File: src/rtl/ethFramePkg.sv
// Ethernet frame constants; FCS math assumes the MSB-first CRC step fed with bit-reversed bytes
`default_nettype none

package ethFramePkg;

    // ------------------------------
    // Frame delimiters
    // ------------------------------
    localparam logic [7:0] preambleByte = 8'h55;    // Alternating 1/0 pattern
    localparam logic [7:0] sfdByte      = 8'hD5;    // Start-of-frame delimiter
    localparam logic [2:0] preambleLen  = 3'd7;     // Preamble bytes before the SFD

    // ------------------------------
    // Size limits
    // ------------------------------
    // 64-byte minimum frame less the 4 FCS bytes
    localparam logic [5:0] minPayload   = 6'd60;
    localparam logic [2:0] fcsLen       = 3'd4;     // FCS bytes after payload and padding

    // ------------------------------
    // CRC-32
    // ------------------------------
    localparam logic [31:0] crcInit     = 32'hFFFF_FFFF;  // Start value before the first byte
    localparam logic [31:0] crcPoly     = 32'h04C1_1DB7;  // IEEE 802.3 polynomial, normal form

endpackage : ethFramePkg

`default_nettype wire

File: src/rtl/ethCtrlPkg.sv
// Receive and transmit FSM codes; endGap assumes the switch never pauses RxValid 3 cycles mid-frame
`default_nettype none

package ethCtrlPkg;

    // ------------------------------
    // Receive FSM
    // ------------------------------
    localparam logic [1:0] rxIdle     = 2'd0;   // Preamble or line idle
    localparam logic [1:0] rxFrame    = 2'd1;   // Payload bytes after the SFD
    localparam logic [1:0] rxWaitSend = 2'd2;   // Response owed, port held off
    localparam logic [1:0] rxWaitBw   = 2'd3;   // Block write still running

    // ------------------------------
    // Transmit FSM
    // ------------------------------
    localparam logic [2:0] txIdle     = 3'd0;
    localparam logic [2:0] txPreamble = 3'd1;   // Seven 0x55 then 0xD5
    localparam logic [2:0] txSend     = 3'd2;   // Payload, low byte first
    localparam logic [2:0] txPadding  = 3'd3;   // Zeros up to the minimum payload
    localparam logic [2:0] txCrc      = 3'd4;   // Four FCS bytes

    // Quiet cycles inside a frame that close it
    localparam logic [1:0] endGap     = 2'd3;

endpackage : ethCtrlPkg

`default_nettype wire

File: src/rtl/crc32Byte.sv
// Pure XOR logic with no register; the caller reverses data and result bits to get the reflected CRC
`timescale 1ns/1ps
`default_nettype none

module crc32Byte (
    input  wire  [7:0]  crcData,    // Byte already bit-reversed by the framer
    input  wire  [31:0] crcIn,      // Running CRC register
    output logic [31:0] crcOut      // CRC after this byte
);

    // ------------------------------
    // Eight bit steps, MSB first
    // ------------------------------
    always_comb begin : crcStep
        logic [31:0] crc;
        logic        feedback;

        crc = crcIn;
        for (int i = 7; i >= 0; i--) begin
            feedback = crc[31] ^ crcData[i];                // Top bit meets next data bit
            crc      = {crc[30:0], 1'b0};                   // Shift toward the MSB
            if (feedback) begin
                crc = crc ^ ethFramePkg::crcPoly;           // Divide by the polynomial
            end
        end
        crcOut = crc;
    end

endmodule : crc32Byte

`default_nettype wire

File: src/rtl/ethRxDeframer.sv
// Preamble bytes are not checked, only 0xD5 opens a frame; elapsed time saturates at 0xFFFF
`timescale 1ns/1ps
`default_nettype none

module ethRxDeframer (
    input  wire         TxClk,
    input  wire         reset,
    input  wire         RxValid,            // Byte on RxD this cycle
    input  wire  [7:0]  RxD,
    input  wire         recvBusy,           // Engine is taking the packet
    input  wire         responseRequired,
    input  wire         bwActive,           // Block write in progress
    input  wire         txBusy,             // Framer owns the line
    input  wire  [31:0] timestamp,
    input  wire         clearErrors,
    output logic        PortReady,          // Switch may send the next byte
    output logic        recvRequest,
    output logic        recvReady,          // recvWord valid for one cycle
    output logic [15:0] recvWord,
    output logic        sendResponse,       // One-cycle request to the framer
    output logic [15:0] timeReceive,
    output logic [15:0] timeNow,
    output logic        rxError
);

    logic [1:0]  rxState;
    logic        byteOdd;       // Next payload byte fills the low half
    logic [1:0]  gapCnt;        // Cycles without RxValid inside a frame
    logic        respSent;      // Response pulse already issued
    logic        sawBusy;       // Framer went busy after the pulse
    logic [31:0] startTime;     // Timestamp of the first preamble byte
    logic [31:0] elapsed;
    logic        frameByte;     // Payload byte taken this cycle
    logic        frameEnd;      // Last quiet cycle of the gap

    assign frameByte = (rxState == ethCtrlPkg::rxFrame) && RxValid;
    assign frameEnd  = (rxState == ethCtrlPkg::rxFrame) && !RxValid &&
                       (gapCnt == ethCtrlPkg::endGap - 2'd1);

    // ------------------------------
    // Receive time
    // ------------------------------
    assign elapsed = timestamp - startTime;
    assign timeNow = (elapsed[31:16] != 16'd0) ? 16'hFFFF : elapsed[15:0];    // Saturate

    // Data path
    always_ff @(posedge TxClk) begin
        if ((rxState == ethCtrlPkg::rxIdle) && RxValid && !recvRequest) begin
            startTime <= timestamp;                 // First byte of a new frame
        end
        if (frameByte && !byteOdd) begin
            recvWord[15:8] <= RxD;                  // Even byte goes high
        end
        if (frameByte && byteOdd) begin
            recvWord[7:0] <= RxD;
        end
        if (frameEnd && byteOdd) begin
            recvWord[7:0] <= 8'h00;                 // Pad a lone last byte
        end
        if (frameEnd) begin
            timeReceive <= timeNow;
        end
    end

    // ------------------------------
    // Receive FSM
    // ------------------------------
    always_ff @(posedge TxClk) begin
        if (reset) begin
            rxState      <= ethCtrlPkg::rxIdle;
            PortReady    <= 1'b0;
            recvRequest  <= 1'b0;
            recvReady    <= 1'b0;
            sendResponse <= 1'b0;
            rxError      <= 1'b0;
            byteOdd      <= 1'b0;
            gapCnt       <= 2'd0;
            respSent     <= 1'b0;
            sawBusy      <= 1'b0;
        end else begin
            recvReady    <= 1'b0;                   // Strobes idle low
            sendResponse <= 1'b0;
            if (clearErrors) begin
                rxError <= 1'b0;                    // A new error below still wins
            end

            case (rxState)
                ethCtrlPkg::rxIdle: begin
                    PortReady <= 1'b1;
                    if (RxValid) begin
                        recvRequest <= 1'b1;        // Preamble seen
                        if (RxD == ethFramePkg::sfdByte) begin
                            byteOdd <= 1'b0;
                            gapCnt  <= 2'd0;
                            rxState <= ethCtrlPkg::rxFrame;
                            if (!recvBusy) begin
                                rxError <= 1'b1;    // Engine not listening
                            end
                        end
                    end
                end

                ethCtrlPkg::rxFrame: begin
                    if (RxValid) begin
                        recvRequest <= 1'b0;        // Payload has started
                        gapCnt      <= 2'd0;
                        byteOdd     <= ~byteOdd;
                        recvReady   <= byteOdd;     // Odd byte completes a word
                    end else if (frameEnd) begin
                        recvRequest <= 1'b0;        // Covers a frame with no payload
                        recvReady   <= byteOdd;     // Flush the padded word
                        respSent    <= 1'b0;
                        sawBusy     <= 1'b0;
                        if (responseRequired) begin
                            PortReady <= 1'b0;
                            rxState   <= ethCtrlPkg::rxWaitSend;
                        end else if (bwActive) begin
                            PortReady <= 1'b0;
                            rxState   <= ethCtrlPkg::rxWaitBw;
                        end else begin
                            rxState   <= ethCtrlPkg::rxIdle;
                        end
                    end else begin
                        gapCnt <= gapCnt + 2'd1;
                    end
                end

                ethCtrlPkg::rxWaitSend: begin
                    if (!respSent) begin
                        if (!txBusy) begin
                            sendResponse <= 1'b1;   // Single pulse
                            respSent     <= 1'b1;
                        end
                    end else if (txBusy) begin
                        sawBusy <= 1'b1;
                    end else if (sawBusy) begin
                        PortReady <= 1'b1;          // Response is out
                        rxState   <= ethCtrlPkg::rxIdle;
                    end
                end

                ethCtrlPkg::rxWaitBw: begin
                    if (!bwActive) begin
                        PortReady <= 1'b1;
                        rxState   <= ethCtrlPkg::rxIdle;
                    end
                end
            endcase
        end
    end

endmodule : ethRxDeframer

`default_nettype wire

File: src/rtl/ethTxFramer.sv
// responseByteCount must be at least 1 and held for the whole frame; no back-pressure once TxEn rises
`timescale 1ns/1ps
`default_nettype none

module ethTxFramer (
    input  wire         TxClk,
    input  wire         reset,
    input  wire         sendReq,            // Forward request, wins over a response
    input  wire         sendResponse,
    input  wire  [15:0] responseByteCount,  // Payload bytes N
    input  wire  [15:0] send_word,          // Valid the cycle after sendReady
    input  wire  [31:0] crcOut,
    output logic        sendRequest,
    output logic        sendReady,
    output logic        isForward,
    output logic        TxEn,
    output logic [7:0]  TxD,
    output logic        txBusy,
    output logic [7:0]  crcData,
    output logic [31:0] crcIn,              // Running CRC register
    output logic        txError
);

    logic [2:0]  txState;
    logic [2:0]  cnt;           // Preamble and FCS byte index
    logic [15:0] byteCnt;       // Bytes after the SFD
    logic        respPending;   // Response waits behind a forward
    logic [7:0]  payByte;
    logic        lastByte;
    logic        lastPad;
    logic        wordAhead;

    function automatic logic [7:0] bitRev(input logic [7:0] b);
        logic [7:0] r;
        for (int i = 0; i < 8; i++) begin
            r[i] = b[7 - i];
        end
        return r;
    endfunction

    assign payByte   = byteCnt[0] ? send_word[15:8] : send_word[7:0];      // Low byte first
    assign lastByte  = (byteCnt == responseByteCount - 16'd1);
    assign lastPad   = (byteCnt >= {10'd0, ethFramePkg::minPayload} - 16'd1);
    assign wordAhead = (byteCnt + 16'd2 < responseByteCount);             // Another word due
    assign crcData   = (txState == ethCtrlPkg::txSend) ? bitRev(payByte) : 8'h00;

    // CRC register
    always_ff @(posedge TxClk) begin
        if (txState == ethCtrlPkg::txPreamble) begin
            crcIn <= ethFramePkg::crcInit;
        end else if ((txState == ethCtrlPkg::txSend) || (txState == ethCtrlPkg::txPadding)) begin
            crcIn <= crcOut;
        end else if (txState == ethCtrlPkg::txCrc) begin
            crcIn <= {crcIn[23:0], 8'h00};          // Next FCS byte to the top
        end
    end

    // ------------------------------
    // Transmit FSM
    // ------------------------------
    always_ff @(posedge TxClk) begin
        if (reset) begin
            txState     <= ethCtrlPkg::txIdle;
            cnt         <= 3'd0;
            byteCnt     <= 16'd0;
            sendRequest <= 1'b0;
            sendReady   <= 1'b0;
            isForward   <= 1'b0;
            TxEn        <= 1'b0;
            TxD         <= 8'h00;
            txBusy      <= 1'b0;
            respPending <= 1'b0;
            txError     <= 1'b0;
        end else begin
            sendRequest <= 1'b0;
            sendReady   <= 1'b0;

            case (txState)
                ethCtrlPkg::txIdle: begin
                    TxEn    <= 1'b0;
                    TxD     <= 8'h00;
                    cnt     <= 3'd0;
                    byteCnt <= 16'd0;
                    if (sendReq) begin
                        isForward   <= 1'b1;
                        sendRequest <= 1'b1;
                        txBusy      <= 1'b1;
                        txState     <= ethCtrlPkg::txPreamble;
                        if (sendResponse) begin
                            respPending <= 1'b1;    // Goes out after this frame
                        end
                    end else if (sendResponse || (respPending && !TxEn)) begin
                        isForward   <= 1'b0;        // Queued response waits for TxEn to drop
                        sendRequest <= 1'b1;
                        txBusy      <= 1'b1;
                        respPending <= 1'b0;
                        txState     <= ethCtrlPkg::txPreamble;
                    end
                end

                ethCtrlPkg::txPreamble: begin
                    TxEn <= 1'b1;
                    cnt  <= cnt + 3'd1;
                    if (cnt == ethFramePkg::preambleLen) begin
                        TxD     <= ethFramePkg::sfdByte;
                        txState <= ethCtrlPkg::txSend;
                    end else begin
                        TxD <= ethFramePkg::preambleByte;
                    end
                    if (cnt == ethFramePkg::preambleLen - 3'd1) begin
                        sendReady <= 1'b1;          // First word needed after the SFD
                    end
                end

                ethCtrlPkg::txSend: begin
                    TxD     <= payByte;
                    byteCnt <= byteCnt + 16'd1;
                    if (!byteCnt[0]) begin
                        sendReady <= wordAhead;     // Ask one cycle ahead
                    end
                    if (lastByte) begin
                        cnt     <= 3'd0;
                        txState <= lastPad ? ethCtrlPkg::txCrc : ethCtrlPkg::txPadding;
                    end
                end

                ethCtrlPkg::txPadding: begin
                    TxD     <= 8'h00;
                    byteCnt <= byteCnt + 16'd1;
                    if (lastPad) begin
                        txState <= ethCtrlPkg::txCrc;
                    end
                end

                ethCtrlPkg::txCrc: begin
                    TxD <= ~bitRev(crcIn[31:24]);   // FCS in wire order, inverted
                    cnt <= cnt + 3'd1;
                    if (cnt == ethFramePkg::fcsLen - 3'd1) begin
                        txBusy  <= respPending;     // Stay busy for a queued response
                        txState <= ethCtrlPkg::txIdle;
                    end
                end

                default: begin
                    txError <= 1'b1;                // Sticky until reset
                    TxEn    <= 1'b0;
                    txBusy  <= 1'b0;
                    txState <= ethCtrlPkg::txIdle;
                end
            endcase
        end
    end

endmodule : ethTxFramer

`default_nettype wire

File: src/rtl/ethRtInterface.sv
// Single clock TxClk for both directions; RxErr and TxErr paths and debug readback are not provided
`timescale 1ns/1ps
`default_nettype none

module ethRtInterface (
    input  wire         TxClk,
    input  wire         reset,
    // GMII side of the switch
    input  wire         RxValid,
    input  wire  [7:0]  RxD,
    output logic        PortReady,
    output logic        TxEn,
    output logic [7:0]  TxD,
    // Packet engine, receive
    input  wire         recvBusy,
    output logic        recvRequest,
    output logic        recvReady,
    output logic [15:0] recvWord,
    input  wire         responseRequired,
    input  wire  [15:0] responseByteCount,
    input  wire         bwActive,
    // Packet engine, send
    input  wire         sendReq,
    output logic        sendRequest,
    output logic        sendReady,
    input  wire  [15:0] send_word,
    output logic        isForward,
    // Timing and errors
    input  wire  [31:0] timestamp,
    output logic [15:0] timeReceive,
    output logic [15:0] timeNow,
    input  wire         clearErrors,
    output logic        internalError
);

    logic        sendResponse;  // Deframer asks for a response frame
    logic        txBusy;
    logic [7:0]  crcData;
    logic [31:0] crcIn;
    logic [31:0] crcOut;
    logic        rxError;
    logic        txError;

    // ------------------------------
    // Receive path
    // ------------------------------
    ethRxDeframer rxPath (
        .TxClk(TxClk),                  .reset(reset),
        .RxValid(RxValid),              .RxD(RxD),
        .recvBusy(recvBusy),            .responseRequired(responseRequired),
        .bwActive(bwActive),            .txBusy(txBusy),
        .timestamp(timestamp),          .clearErrors(clearErrors),
        .PortReady(PortReady),          .recvRequest(recvRequest),
        .recvReady(recvReady),          .recvWord(recvWord),
        .sendResponse(sendResponse),    .timeReceive(timeReceive),
        .timeNow(timeNow),              .rxError(rxError)
    );

    // ------------------------------
    // Transmit path
    // ------------------------------
    ethTxFramer txPath (
        .TxClk(TxClk),                  .reset(reset),
        .sendReq(sendReq),              .sendResponse(sendResponse),
        .responseByteCount(responseByteCount),
        .send_word(send_word),          .crcOut(crcOut),
        .sendRequest(sendRequest),      .sendReady(sendReady),
        .isForward(isForward),          .TxEn(TxEn),
        .TxD(TxD),                      .txBusy(txBusy),
        .crcData(crcData),              .crcIn(crcIn),
        .txError(txError)
    );

    crc32Byte fcsStep (                 // Fed by the framer's CRC register
        .crcData(crcData),
        .crcIn(crcIn),
        .crcOut(crcOut)
    );

    assign internalError = rxError | txError;   // Either side flags the engine

endmodule : ethRtInterface

`default_nettype wire

File: config.mk
export PLATFORM = sky130hd
export DESIGN_NAME = ethRtInterface
export DESIGN_NICKNAME = d
export VERILOG_FILES = /design/src/rtl/ethFramePkg.sv /design/src/rtl/ethCtrlPkg.sv /design/src/rtl/crc32Byte.sv /design/src/rtl/ethRxDeframer.sv /design/src/rtl/ethTxFramer.sv /design/src/rtl/ethRtInterface.sv
export SDC_FILE = /design/constraint.sdc
export NUM_CORES = 1
export LEC_CHECK = 0
export ABC_AREA = 1
export BUFFER_PORTS_ARGS = -buffer_cell sky130_fd_sc_hd__buf_4
export CAP_MARGIN = 20
export CORE_UTILIZATION = 63
export CTS_CLUSTER_DIAMETER = 200
export CTS_CLUSTER_SIZE = 12
export DETAILED_ROUTE_END_ITERATION = 8
export PLACE_DENSITY = 0.91
export SLEW_MARGIN = 25
export SYNTH_ARGS = -nofsm -noshare
export SYNTH_HDL_FRONTEND = slang
export SYNTH_SLANG_ARGS = --single-unit
File: constraint.sdc
create_clock -name TxClk -period 10.7 [get_ports TxClk]
set_clock_uncertainty 0.2 [all_clocks]
set_input_delay 3.21 -clock TxClk [delete_from_list [all_inputs] [get_ports TxClk]]
set_output_delay 3.21 -clock TxClk [all_outputs]
set_load 0.1 [all_outputs]
==> flow_metrics.env, run 1 <==
export IMPL_status="complete, but fails checks"
export IMPL_violations="DRC"
export IMPL_synth_area_um2=10400
export IMPL_min_period_ns=9.37
export IMPL_syn_inst=1488
export IMPL_cts_buffers=17
export IMPL_timing_rr_start="rxPath.startTime[28]"
export IMPL_cts_root_buffer="clkbuf_16"
export IMPL_setup_tns_ns=0
export IMPL_area_growth_pct=17.5
export IMPL_place_port_buffers=143
export IMPL_cap_violations=0
export IMPL_dieWidth_um=130
export IMPL_startpoint_type="input pin"
export IMPL_r2r_cells=12
export IMPL_synth_edf_count=56
export IMPL_cts_sinks=145
export IMPL_finish_utilization_pct=76.3
export IMPL_postCtsSetupBuffers=0
export IMPL_vias_per_cell=5.67
export IMPL_clk_latency_ns=0.43
export IMPL_rows=46
export IMPL_ys_warn_count=0
export IMPL_yosys_top_cells_count="nand2_1 (389), inv_1 (233), nor2_1 (152), nand3_1 (94), a21oi_1 (93)"
export IMPL_synth_cell_type_count=49
export IMPL_ant_nets=0
export IMPL_hold_buffers=0
export IMPL_ioPinCount=144
export IMPL_slew_viol_final=0
export IMPL_fin_crit_sh_pct=87.6
export IMPL_yosysMostFrequentCell="nand2_1"
export IMPL_start_util_pct=64.9
export IMPL_grt_pass1_vias=9633
export IMPL_synth_async_reset_ratio_pct=0
export IMPL_holdPathEnd="txPath.isForward"
export IMPL_worst_hold_slack_ns=0.268
export IMPL_drc=2
export IMPL_ff2ff_setup_slack_ns=7.47
export IMPL_ys_seq_elements=145
export IMPL_seq_area_frac_synth_pct=33.5
export IMPL_rsz0062_at_grt="no"
export IMPL_ctsHtreeMaxLevel=4
export IMPL_dpl_hpwl_um=22300
export IMPL_drive_gt1_share_pct=13.1
export IMPL_worst_path_max_fanout=16
export IMPL_first_iter_violations=1063
export IMPL_yosys_area_top_type="dfxtp_1"
export IMPL_path_class="input pin to output pin"
export IMPL_critPathCaptureType="output pin"
export IMPL_core_um2=15900
export IMPL_setup_viol=0
export IMPL_clk_transition_reported_paths_ns=0.06
export IMPL_first_pass_iters=9
export IMPL_gp_congestion=1.02
export IMPL_leakagePower_nw=5.98
export IMPL_postSynthAreaPerCell_um2=6.96
export IMPL_hold_viol=0
export IMPL_synth_top_area_share_pct=17.2
export IMPL_ctsResizeCount=0
export IMPL_power_density_nw_per_um2=247
export IMPL_cp_required_ns=7.29
export IMPL_ys_top_cells_by_area="dfxtp_1 (17%), edfxtp_1 (16%), nand2_1 (14%)"
export IMPL_grt_first_pass_wirelength_um=46600
export IMPL_antenna_found_initial=0
export IMPL_min_path_type="flop to flop"
export IMPL_syn_num_nets=1624
export IMPL_cts_tree="built"
export IMPL_post_drt_wl_per_cell_um=15.9
export IMPL_grt_start_max_net_pins=33
export IMPL_fmax_mhz=107
export IMPL_grt_ovfl_total=0
export IMPL_ys_flop_type="dfxtp_1"
export IMPL_vias=10500
export IMPL_peakVddDrop_uv=205
export IMPL_n_antenna_cell=0
export IMPL_worstPathArrival_ns=5.96
export IMPL_cts_path_max_buffers=2
export IMPL_layout_nets=1765
export IMPL_die_y_um=130
export IMPL_tightest_slew_ns=1.00
export IMPL_worstReg2RegEnd="rxPath.timeReceive[10]"
export IMPL_grtUsageTotal_pct=35.5
export IMPL_hold_depth=2
export IMPL_postRouteWirelength_um=29500
export IMPL_dieArea_um2=16900
export IMPL_min_delay_start="txPath.isForward"
export IMPL_slew_headroom_pct=32.9
==> power breakdown <==
group	switching [mW]	leakage, nW	internal [mW]
registers	0.0975	1.30	0.698
clock network	0.264	0.267	0.303
logic	1.14	4.41	0.502
total	1.50	5.98	1.50
==> worst max path at each step <==
stage / from / to / depth (start not counted)
final: timestamp[28] / timeNow[10] / 13
after global routing: timestamp[6] / timeNow[10] / 16
after CTS: timestamp[8] / timeNow[10] / 15
after detailed placement: timestamp[2] / timeNow[10] / 15
after global placement: timestamp[7] / timeNow[8] / 15
after floorplan: timestamp[0] / timeNow[10] / 14
==> per-layer routing <==
metal	track usage (%)	part of all wire (%)	up-vias
li1	-	-	5131
met1	46.7	42	4771
met5	0	0	-
met4	13.4	2.9	0
met3	8.45	10	72
met2	56.6	45	563
==> flip-flops by register name, indices dropped and copies added, names as in the netlist, 2 cells and up <==
| name | cells |
|---|---|
| rxPath.gapCnt | 2 |
| rxPath.recvWord | 16 |
| rxPath.rxState | 2 |
| rxPath.startTime | 32 |
| rxPath.timeReceive | 16 |
| txPath.TxD | 8 |
| txPath.byteCnt | 16 |
| txPath.cnt | 3 |
| txPath.crcIn | 32 |
| txPath.txState | 3 |
==> cells in the final DEF, fill, tap and decap left out, types with 14 or more instances in the layout <==
cell type	instances
a21oi_1	93
buf_4	148
clkbuf_16	17
dfxtp_1	89
edfxtp_1	56
ha_1	55
inv_1	233
nand2_1	389
nand3_1	94
nand4_1	42
nor2_1	152
nor3_1	19
o211ai_1	14
o21ai_0	76
xnor2_1	29
xor2_1	38
==> final cells by class <==
type,count,area [µm²]
clock buffer,17,425
fill,1252,3780
inverter,235,882
tap,216,270
clock inverter,15,126
sequential,145,3460
multi-input combinational,1082,5890
timing repair buffer,148,1110
==> through the flow <==
| step | cells | instance area, µm² | setup WS (ns) | power, mW |
|---|---|---|---|---|
| 2_1_floorplan | 1488 | 10400 | 1.30 | 2.02 |
| 3_3_place_gp | 1826 | 11600 | 1.51 | 2.36 |
| 3_5_place_dp | 1826 | 11600 | 1.47 | 2.39 |
| 4_1_cts | 1858 | 12200 | 1.45 | 2.97 |
| 5_1_grt | 1858 | 12200 | 1.14 | 3.20 |
| 6_report | 1858 | 12200 | 1.33 | 3.01 |
==> kinds of logic after synthesis <==
family,share of synthesized area [%]
buf+inv,9.77
flops,33.5
xor+xnor,8.11
compound gates,11.5
simple gates,30.4
fa+ha+maj,6.84
==> worst max-delay path, stage by stage <==
cell	delay, ns
buf_4	0.11
ha_1	0.38
a21oi_1	0.29
o21bai_1	0.09
a21oi_1	0.26
nand2_1	0.11
nor2_1	0.13
nand2_1	0.07
nand2_1	0.05
nand2_1	0.07
nor2_2	0.62
nand4_1	0.26
buf_4	0.30
Note: power is estimated with default switching activity, not from simulation.
==> run 2: changes to the inputs <==
--- a/config.mk
+++ b/config.mk
@@ -8,11 +8,12 @@
 export ABC_AREA = 1
 export BUFFER_PORTS_ARGS = -buffer_cell sky130_fd_sc_hd__buf_4
 export CAP_MARGIN = 20
+export CORE_MARGIN = 2
 export CORE_UTILIZATION = 63
 export CTS_CLUSTER_DIAMETER = 200
 export CTS_CLUSTER_SIZE = 12
 export DETAILED_ROUTE_END_ITERATION = 8
-export PLACE_DENSITY = 0.91
+export PLACE_DENSITY = 0.95
 export SLEW_MARGIN = 25
 export SYNTH_ARGS = -nofsm -noshare
 export SYNTH_HDL_FRONTEND = slang
==> run 2 against run 1 <==
Net effect: combinational power hardly changed; clock-buffer cell count is 2 higher; final cell count stayed put; critical endpoint is now timeNow[14]; worst setup slack worse by 0.26 ns; the run now ends clean; highest routed layer unchanged; worst hold slack worse by 0.014 ns; critical path depth is 2 higher; sequential cell count stayed put; register-to-register slack worse by 0.23 ns; sequential power is 0.6% lower; final area is 0.27% higher.
==> flow_metrics.env, run 2 (same netlist as run 1, synthesis figures left out) <==
export IMPL_layout_nets=1765
export IMPL_power_density_nw_per_um2=249
export IMPL_mostFrequentLayoutCell="nand2_1"
export IMPL_cts_buffers=17
export IMPL_ant_nets=0
export IMPL_layout_common_cells="nand2_1 (389), inv_1 (233), nor2_1 (152)"
export IMPL_layoutNonFillerInstCount=1858
export IMPL_dpl_cell_area_um2=11600
export IMPL_min_path_type="flop to flop"
export IMPL_startpoint_type="input pin"
export IMPL_worst_path_max_fanout=14
export IMPL_setup_tns_ns=0
export IMPL_grt_ovfl_total=0
export IMPL_ctsResizeCount=0
export IMPL_hold_viol=0
export IMPL_cts_tree="built"
export IMPL_dpl_cell_count=1826
export IMPL_fmax_mhz=104
export IMPL_postCtsSetupBuffers=0
export IMPL_start_util_pct=64.7
export IMPL_slew_headroom_pct=34.3
export IMPL_final_fill_count=1193
export IMPL_area_growth_pct=17.8
export IMPL_rsz0062_at_grt="no"
export IMPL_rows=46
export IMPL_peakVddDrop_uv=186
export IMPL_dieArea_um2=17500
export IMPL_dpl_hpwl_um=23000
export IMPL_drc=0
export IMPL_postRouteWirelength_um=29700
export IMPL_vias_per_cell=5.71
export IMPL_first_iter_violations=1079
export IMPL_antenna_found_initial=0
export IMPL_regArea_um2=3460
export IMPL_grt_pass1_vias=9831
export IMPL_gp_congestion=1.04
export IMPL_dieWidth_um=132
export IMPL_min_period_ns=9.62
export IMPL_clk_latency_ns=0.43
export IMPL_path_class="input pin to output pin"
export IMPL_worstPathArrival_ns=6.21
export IMPL_tightest_slew_ns=0.982
export IMPL_top_regs="rxPath.startTime: 32 flops, txPath.crcIn: 32 flops"
export IMPL_cts_sinks=145
export IMPL_slew_viol_final=0
export IMPL_hold_buffers=0
export IMPL_core_um2=16000
export IMPL_grt_first_pass_wirelength_um=47800
export IMPL_drive_gt1_share_pct=13.1
export IMPL_clk_transition_reported_paths_ns=0.06
export IMPL_post_drt_wl_per_cell_um=16.0
export IMPL_ctsHtreeMaxLevel=4
export IMPL_ioPinCount=144
export IMPL_cts_path_max_buffers=2
export IMPL_n_antenna_cell=0
export IMPL_final_area_um2=12200
export IMPL_cts_root_buffer="clkbuf_16"
export IMPL_worst_hold_slack_ns=0.254
export IMPL_die_y_um=132
export IMPL_leakagePower_nw=5.99
export IMPL_cp_required_ns=7.29
export IMPL_pre_cts_ws_ns=1.27
export IMPL_grt_start_max_net_pins=33
export IMPL_critPathCaptureType="output pin"
export IMPL_place_port_buffers=143
export IMPL_vias=10600
export IMPL_grtUsageTotal_pct=33.8
export IMPL_first_pass_iters=5
export IMPL_setup_viol=0
export IMPL_multiInputGateArea_um2=5890
export IMPL_cap_violations=0
export IMPL_setup_ws_ns=1.08
export IMPL_fin_crit_sh_pct=89.9
export IMPL_status="finished, final reports clean"
==> run 2: stage by stage <==
stage	utilization (%)	total power [mW]
global placement	72.6	2.34
CTS	76.2	2.99
floorplan	-	2.02
detailed placement	72.6	2.38
global route	76.2	3.23
finish	76.2	3.04
==> run 2: power by group <==
group | leakage, nW | switching (mW) | internal [mW] | total [mW]
registers | 1.30 | 0.0934 | 0.698 | 0.791
clock network | 0.284 | 0.269 | 0.332 | 0.601
logic | 4.41 | 1.14 | 0.503 | 1.65
total | 5.99 | 1.51 | 1.53 | 3.04
==> run 2: worst max-delay path: stages <==
cell	delay (ns)
buf_4	0.12
ha_1	0.40
nand2_1	0.19
nor2_1	0.18
inv_1	0.11
nor3_1	0.33
nand3_1	0.21
nand2_1	0.12
nor2_1	0.04
nor2_1	0.16
nand2_1	0.08
nor2_1	0.29
buf_4	0.27
nand4_1	0.17
buf_4	0.31
==> run 2: final timing paths <==
kind	start	end	slack, ns	cells past startpoint
min	txPath.isForward	txPath.isForward	0.25	2
min reg2reg	txPath.isForward	txPath.isForward	0.25	2
max	timestamp[24]	timeNow[14]	1.08	15
max reg2reg	rxPath.startTime[24]	rxPath.timeReceive[14]	7.24	14
==> run 2: area by class of cell <==
type | instances | share of cell area, %
clock inverter | 13 | 0.892
clock buffer | 19 | 3.90
tap | 216 | 2.22
timing repair buffer | 148 | 9.11
multi-input combinational | 1082 | 48.3
sequential | 145 | 28.4
inverter | 235 | 7.23
==> run 2: routing by layer <==
layer	global-route usage, %	part of all wire (%)
met3	7.42	9.7
met2	54.7	45
met4	14.2	3.5
met1	43.9	41
met5	0	0
==> run 3: changes to the inputs <==
--- a/config.mk
+++ b/config.mk
@@ -6,14 +6,14 @@
 export NUM_CORES = 1
 export LEC_CHECK = 0
 export ABC_AREA = 1
-export BUFFER_PORTS_ARGS = -buffer_cell sky130_fd_sc_hd__buf_4
 export CAP_MARGIN = 20
 export CORE_MARGIN = 2
-export CORE_UTILIZATION = 63
+export CORE_UTILIZATION = 65
 export CTS_CLUSTER_DIAMETER = 200
 export CTS_CLUSTER_SIZE = 12
 export DETAILED_ROUTE_END_ITERATION = 8
-export PLACE_DENSITY = 0.95
+export DONT_BUFFER_PORTS = 1
+export PLACE_DENSITY = 0.92
 export SLEW_MARGIN = 25
 export SYNTH_ARGS = -nofsm -noshare
 export SYNTH_HDL_FRONTEND = slang
==> run 3 against run 2 <==
Net effect: via count down 5.0%; core utilization down 4.5 points; global-route usage up 0.14 points; total power down 1.2%; register-to-register slack worse by 0.37 ns; fmax about the same; sequential power up 23%; die area down 3.0%; critical path depth up 1; sequential share of layout area up 2.3 points; clock-buffer cell count down 1; critical path type unchanged; critical endpoint is now timeNow[13]; largest cell class unchanged; highest routed layer unchanged.
==> flow_metrics.env, run 3 (same netlist as run 1, synthesis figures left out) <==
export IMPL_status="finished, final reports clean"
export IMPL_post_drt_wl_per_cell_um=16.6
export IMPL_holdPathEnd="rxPath.rxError"
export IMPL_hold_depth=2
export IMPL_worst_hold_slack_ns=0.253
export IMPL_p_seq_share_pct=32.3
export IMPL_timing_rr_start="rxPath.startTime[0]"
export IMPL_cts_path_max_buffers=2
export IMPL_min_period_ns=9.62
export IMPL_grt_pass1_vias=9375
export IMPL_clk_transition_reported_paths_ns=0.07
export IMPL_crit_path_frequent_cell="nand2_1"
export IMPL_fmax_mhz=104
export IMPL_n_antenna_cell=0
export IMPL_worstReg2RegEnd="rxPath.timeReceive[13]"
export IMPL_crit_chain="inv_1 > ha_1 > fa_1 > nor2_1 > o21ai_0 > nand2_1 > nand2_1 > nand2_1 > nand2_1 > nand2_1 > nand3_1 > nor2_1 > nand2_1 > nor2_1 > nand4_1 > buf_4"
export IMPL_cts_root_buffer="clkbuf_16"
export IMPL_layoutNonFillerInstCount=1729
export IMPL_hold_viol=0
export IMPL_top_regs="rxPath.startTime: 32 flops, txPath.crcIn: 32 flops"
export IMPL_crit_path_top_delay_cell="nor2_1"
export IMPL_dpl_hpwl_um=21900
export IMPL_drc=0
export IMPL_grt_ovfl_total=0
export IMPL_path_class="input pin to output pin"
export IMPL_area_growth_pct=8.95
export IMPL_leakagePower_nw=5.37
export IMPL_postCtsSetupBuffers=0
export IMPL_ctsResizeCount=0
export IMPL_gp_congestion=1.08
export IMPL_place_port_buffers=0
export IMPL_intPower_mw=1.52
export IMPL_p_sw_mw=1.48
export IMPL_grt_start_max_net_pins=33
export IMPL_swShare_pct=49.3
export IMPL_grtUsageTotal_pct=33.9
export IMPL_ant_nets=0
export IMPL_setup_tns_ns=0
export IMPL_drive_gt1_share_pct=5.75
export IMPL_r2r_cells=15
export IMPL_cts_buffers=17
export IMPL_first_iter_violations=1220
export IMPL_cap_violations=0
export IMPL_fin_crit_sh_pct=89.9
export IMPL_clkPwrFrac_pct=21.3
export IMPL_start_util_pct=65.9
export IMPL_rsz0062_at_grt="no"
export IMPL_dieWidth_um=130
export IMPL_hold_buffers=0
export IMPL_critPathCaptureType="output pin"
export IMPL_power_density_nw_per_um2=266
export IMPL_min_path_type="flop to flop"
export IMPL_layout_nets=1636
export IMPL_cpPeakStageDelay_ns=0.79
export IMPL_crit_buf_inv=2
export IMPL_first_pass_iters=6
export IMPL_peakVddDrop_uv=186
export IMPL_cts_tree="built"
export IMPL_tightest_slew_ns=1.08
export IMPL_mostFrequentLayoutCell="nand2_1"
export IMPL_clk_latency_ns=0.44
export IMPL_setup_viol=0
export IMPL_layout_common_cells="nand2_1 (389), inv_1 (233), nor2_1 (152)"
export IMPL_combPwrFrac_pct=46.4
export IMPL_worst_path_max_fanout=16
export IMPL_slew_viol_final=0
export IMPL_startpoint_type="input pin"
export IMPL_antenna_found_initial=0
export IMPL_worstPathArrival_ns=6.21
export IMPL_ctsHtreeMaxLevel=4
export IMPL_rows=46
export IMPL_dieArea_um2=17000
export IMPL_vias=10100
export IMPL_path_delay_family="simple AND/OR/NAND/NOR gates"
export IMPL_ioPinCount=144
export IMPL_die_y_um=130
export IMPL_power_mw=3.00
export IMPL_postRouteWirelength_um=28600
export IMPL_grt_first_pass_wirelength_um=44900
export IMPL_core_um2=15700
export IMPL_slew_headroom_pct=28.0
export IMPL_dpl_cell_count=1697
export IMPL_ff2ff_setup_slack_ns=6.87
export IMPL_vias_per_cell=5.83
export IMPL_cts_sinks=145
export IMPL_min_delay_start="rxPath.rxError"
export IMPL_cp_required_ns=7.29
## run 3: changes by cell type in the layout (fill, tap and decap cells not counted), sizes merged
cell and delta:
clkinvlp -1, buf -129, clkinv +1, clkbuf -1
inv -1, bufinv +2
## run 3: cell type report
class / instances / area (µm²)
Clock buffer: 18 / 450
Clock inverter: 14 / 181
Fill cell: 1266 / 4440
Inverter: 235 / 882
Multi-Input combinational cell: 1082 / 5890
Sequential cell: 145 / 3460
Tap cell: 216 / 270
Timing Repair Buffer: 19 / 143
## run 3: routing by layer
metal | share of wire, % | global-route usage, % | vias to the layer above
met4 | 3.7 | 16.6 | 0
met2 | 46 | 55.4 | 534
met5 | 0 | 0 | -
li1 | - | - | 4865
met1 | 40 | 43.0 | 4589
met3 | 9.7 | 7.01 | 87
## run 3: worst register-to-register path: stages (launching register included)
cell,delay (ns)
edfxtp_1,0.39
ha_1,0.22
fa_1,0.43
nor2_1,0.15
o21ai_0,0.09
nand2_1,0.11
nand2_1,0.08
nand2_1,0.08
nand2_1,0.05
nand2_1,0.07
nand3_1,0.10
nor2_1,0.10
nand2_1,0.05
nor2_1,0.79
nand4_1,0.30
buf_4,0.34
## run 3: through the flow
stage / cell area (µm²) / setup slack, ns / util (%)
finish: 11300 / 1.08 / 71.8
global route: 11300 / 0.781 / 71.8
CTS: 11300 / 1.10 / 71.7
detailed placement: 10600 / 1.19 / 67.7
global placement: 10600 / 1.36 / 67.7
floorplan: 10400 / 1.30 / -
## run 3: power groups by stage
stage	combinational [mW]	sequential (mW)	clock, mW
6_report	1.39	0.970	0.639
5_1_grt	1.54	0.986	0.664
4_1_cts	1.35	0.968	0.641
3_5_place_dp	1.34	0.978	0
3_3_place_gp	1.30	0.975	0
2_1_floorplan	1.07	0.952	0
## run 3: how the worst max path moves through the flow
| stage | start | to | depth (start not counted) |
|---|---|---|---|
| after floorplan | timestamp[0] | timeNow[10] | 14 |
| after detailed placement | timestamp[0] | timeNow[13] | 16 |
| after global routing | timestamp[0] | timeNow[13] | 16 |
| after CTS | timestamp[0] | timeNow[13] | 16 |
| final | timestamp[0] | timeNow[13] | 16 |
| after global placement | timestamp[0] | timeNow[2] | 16 |
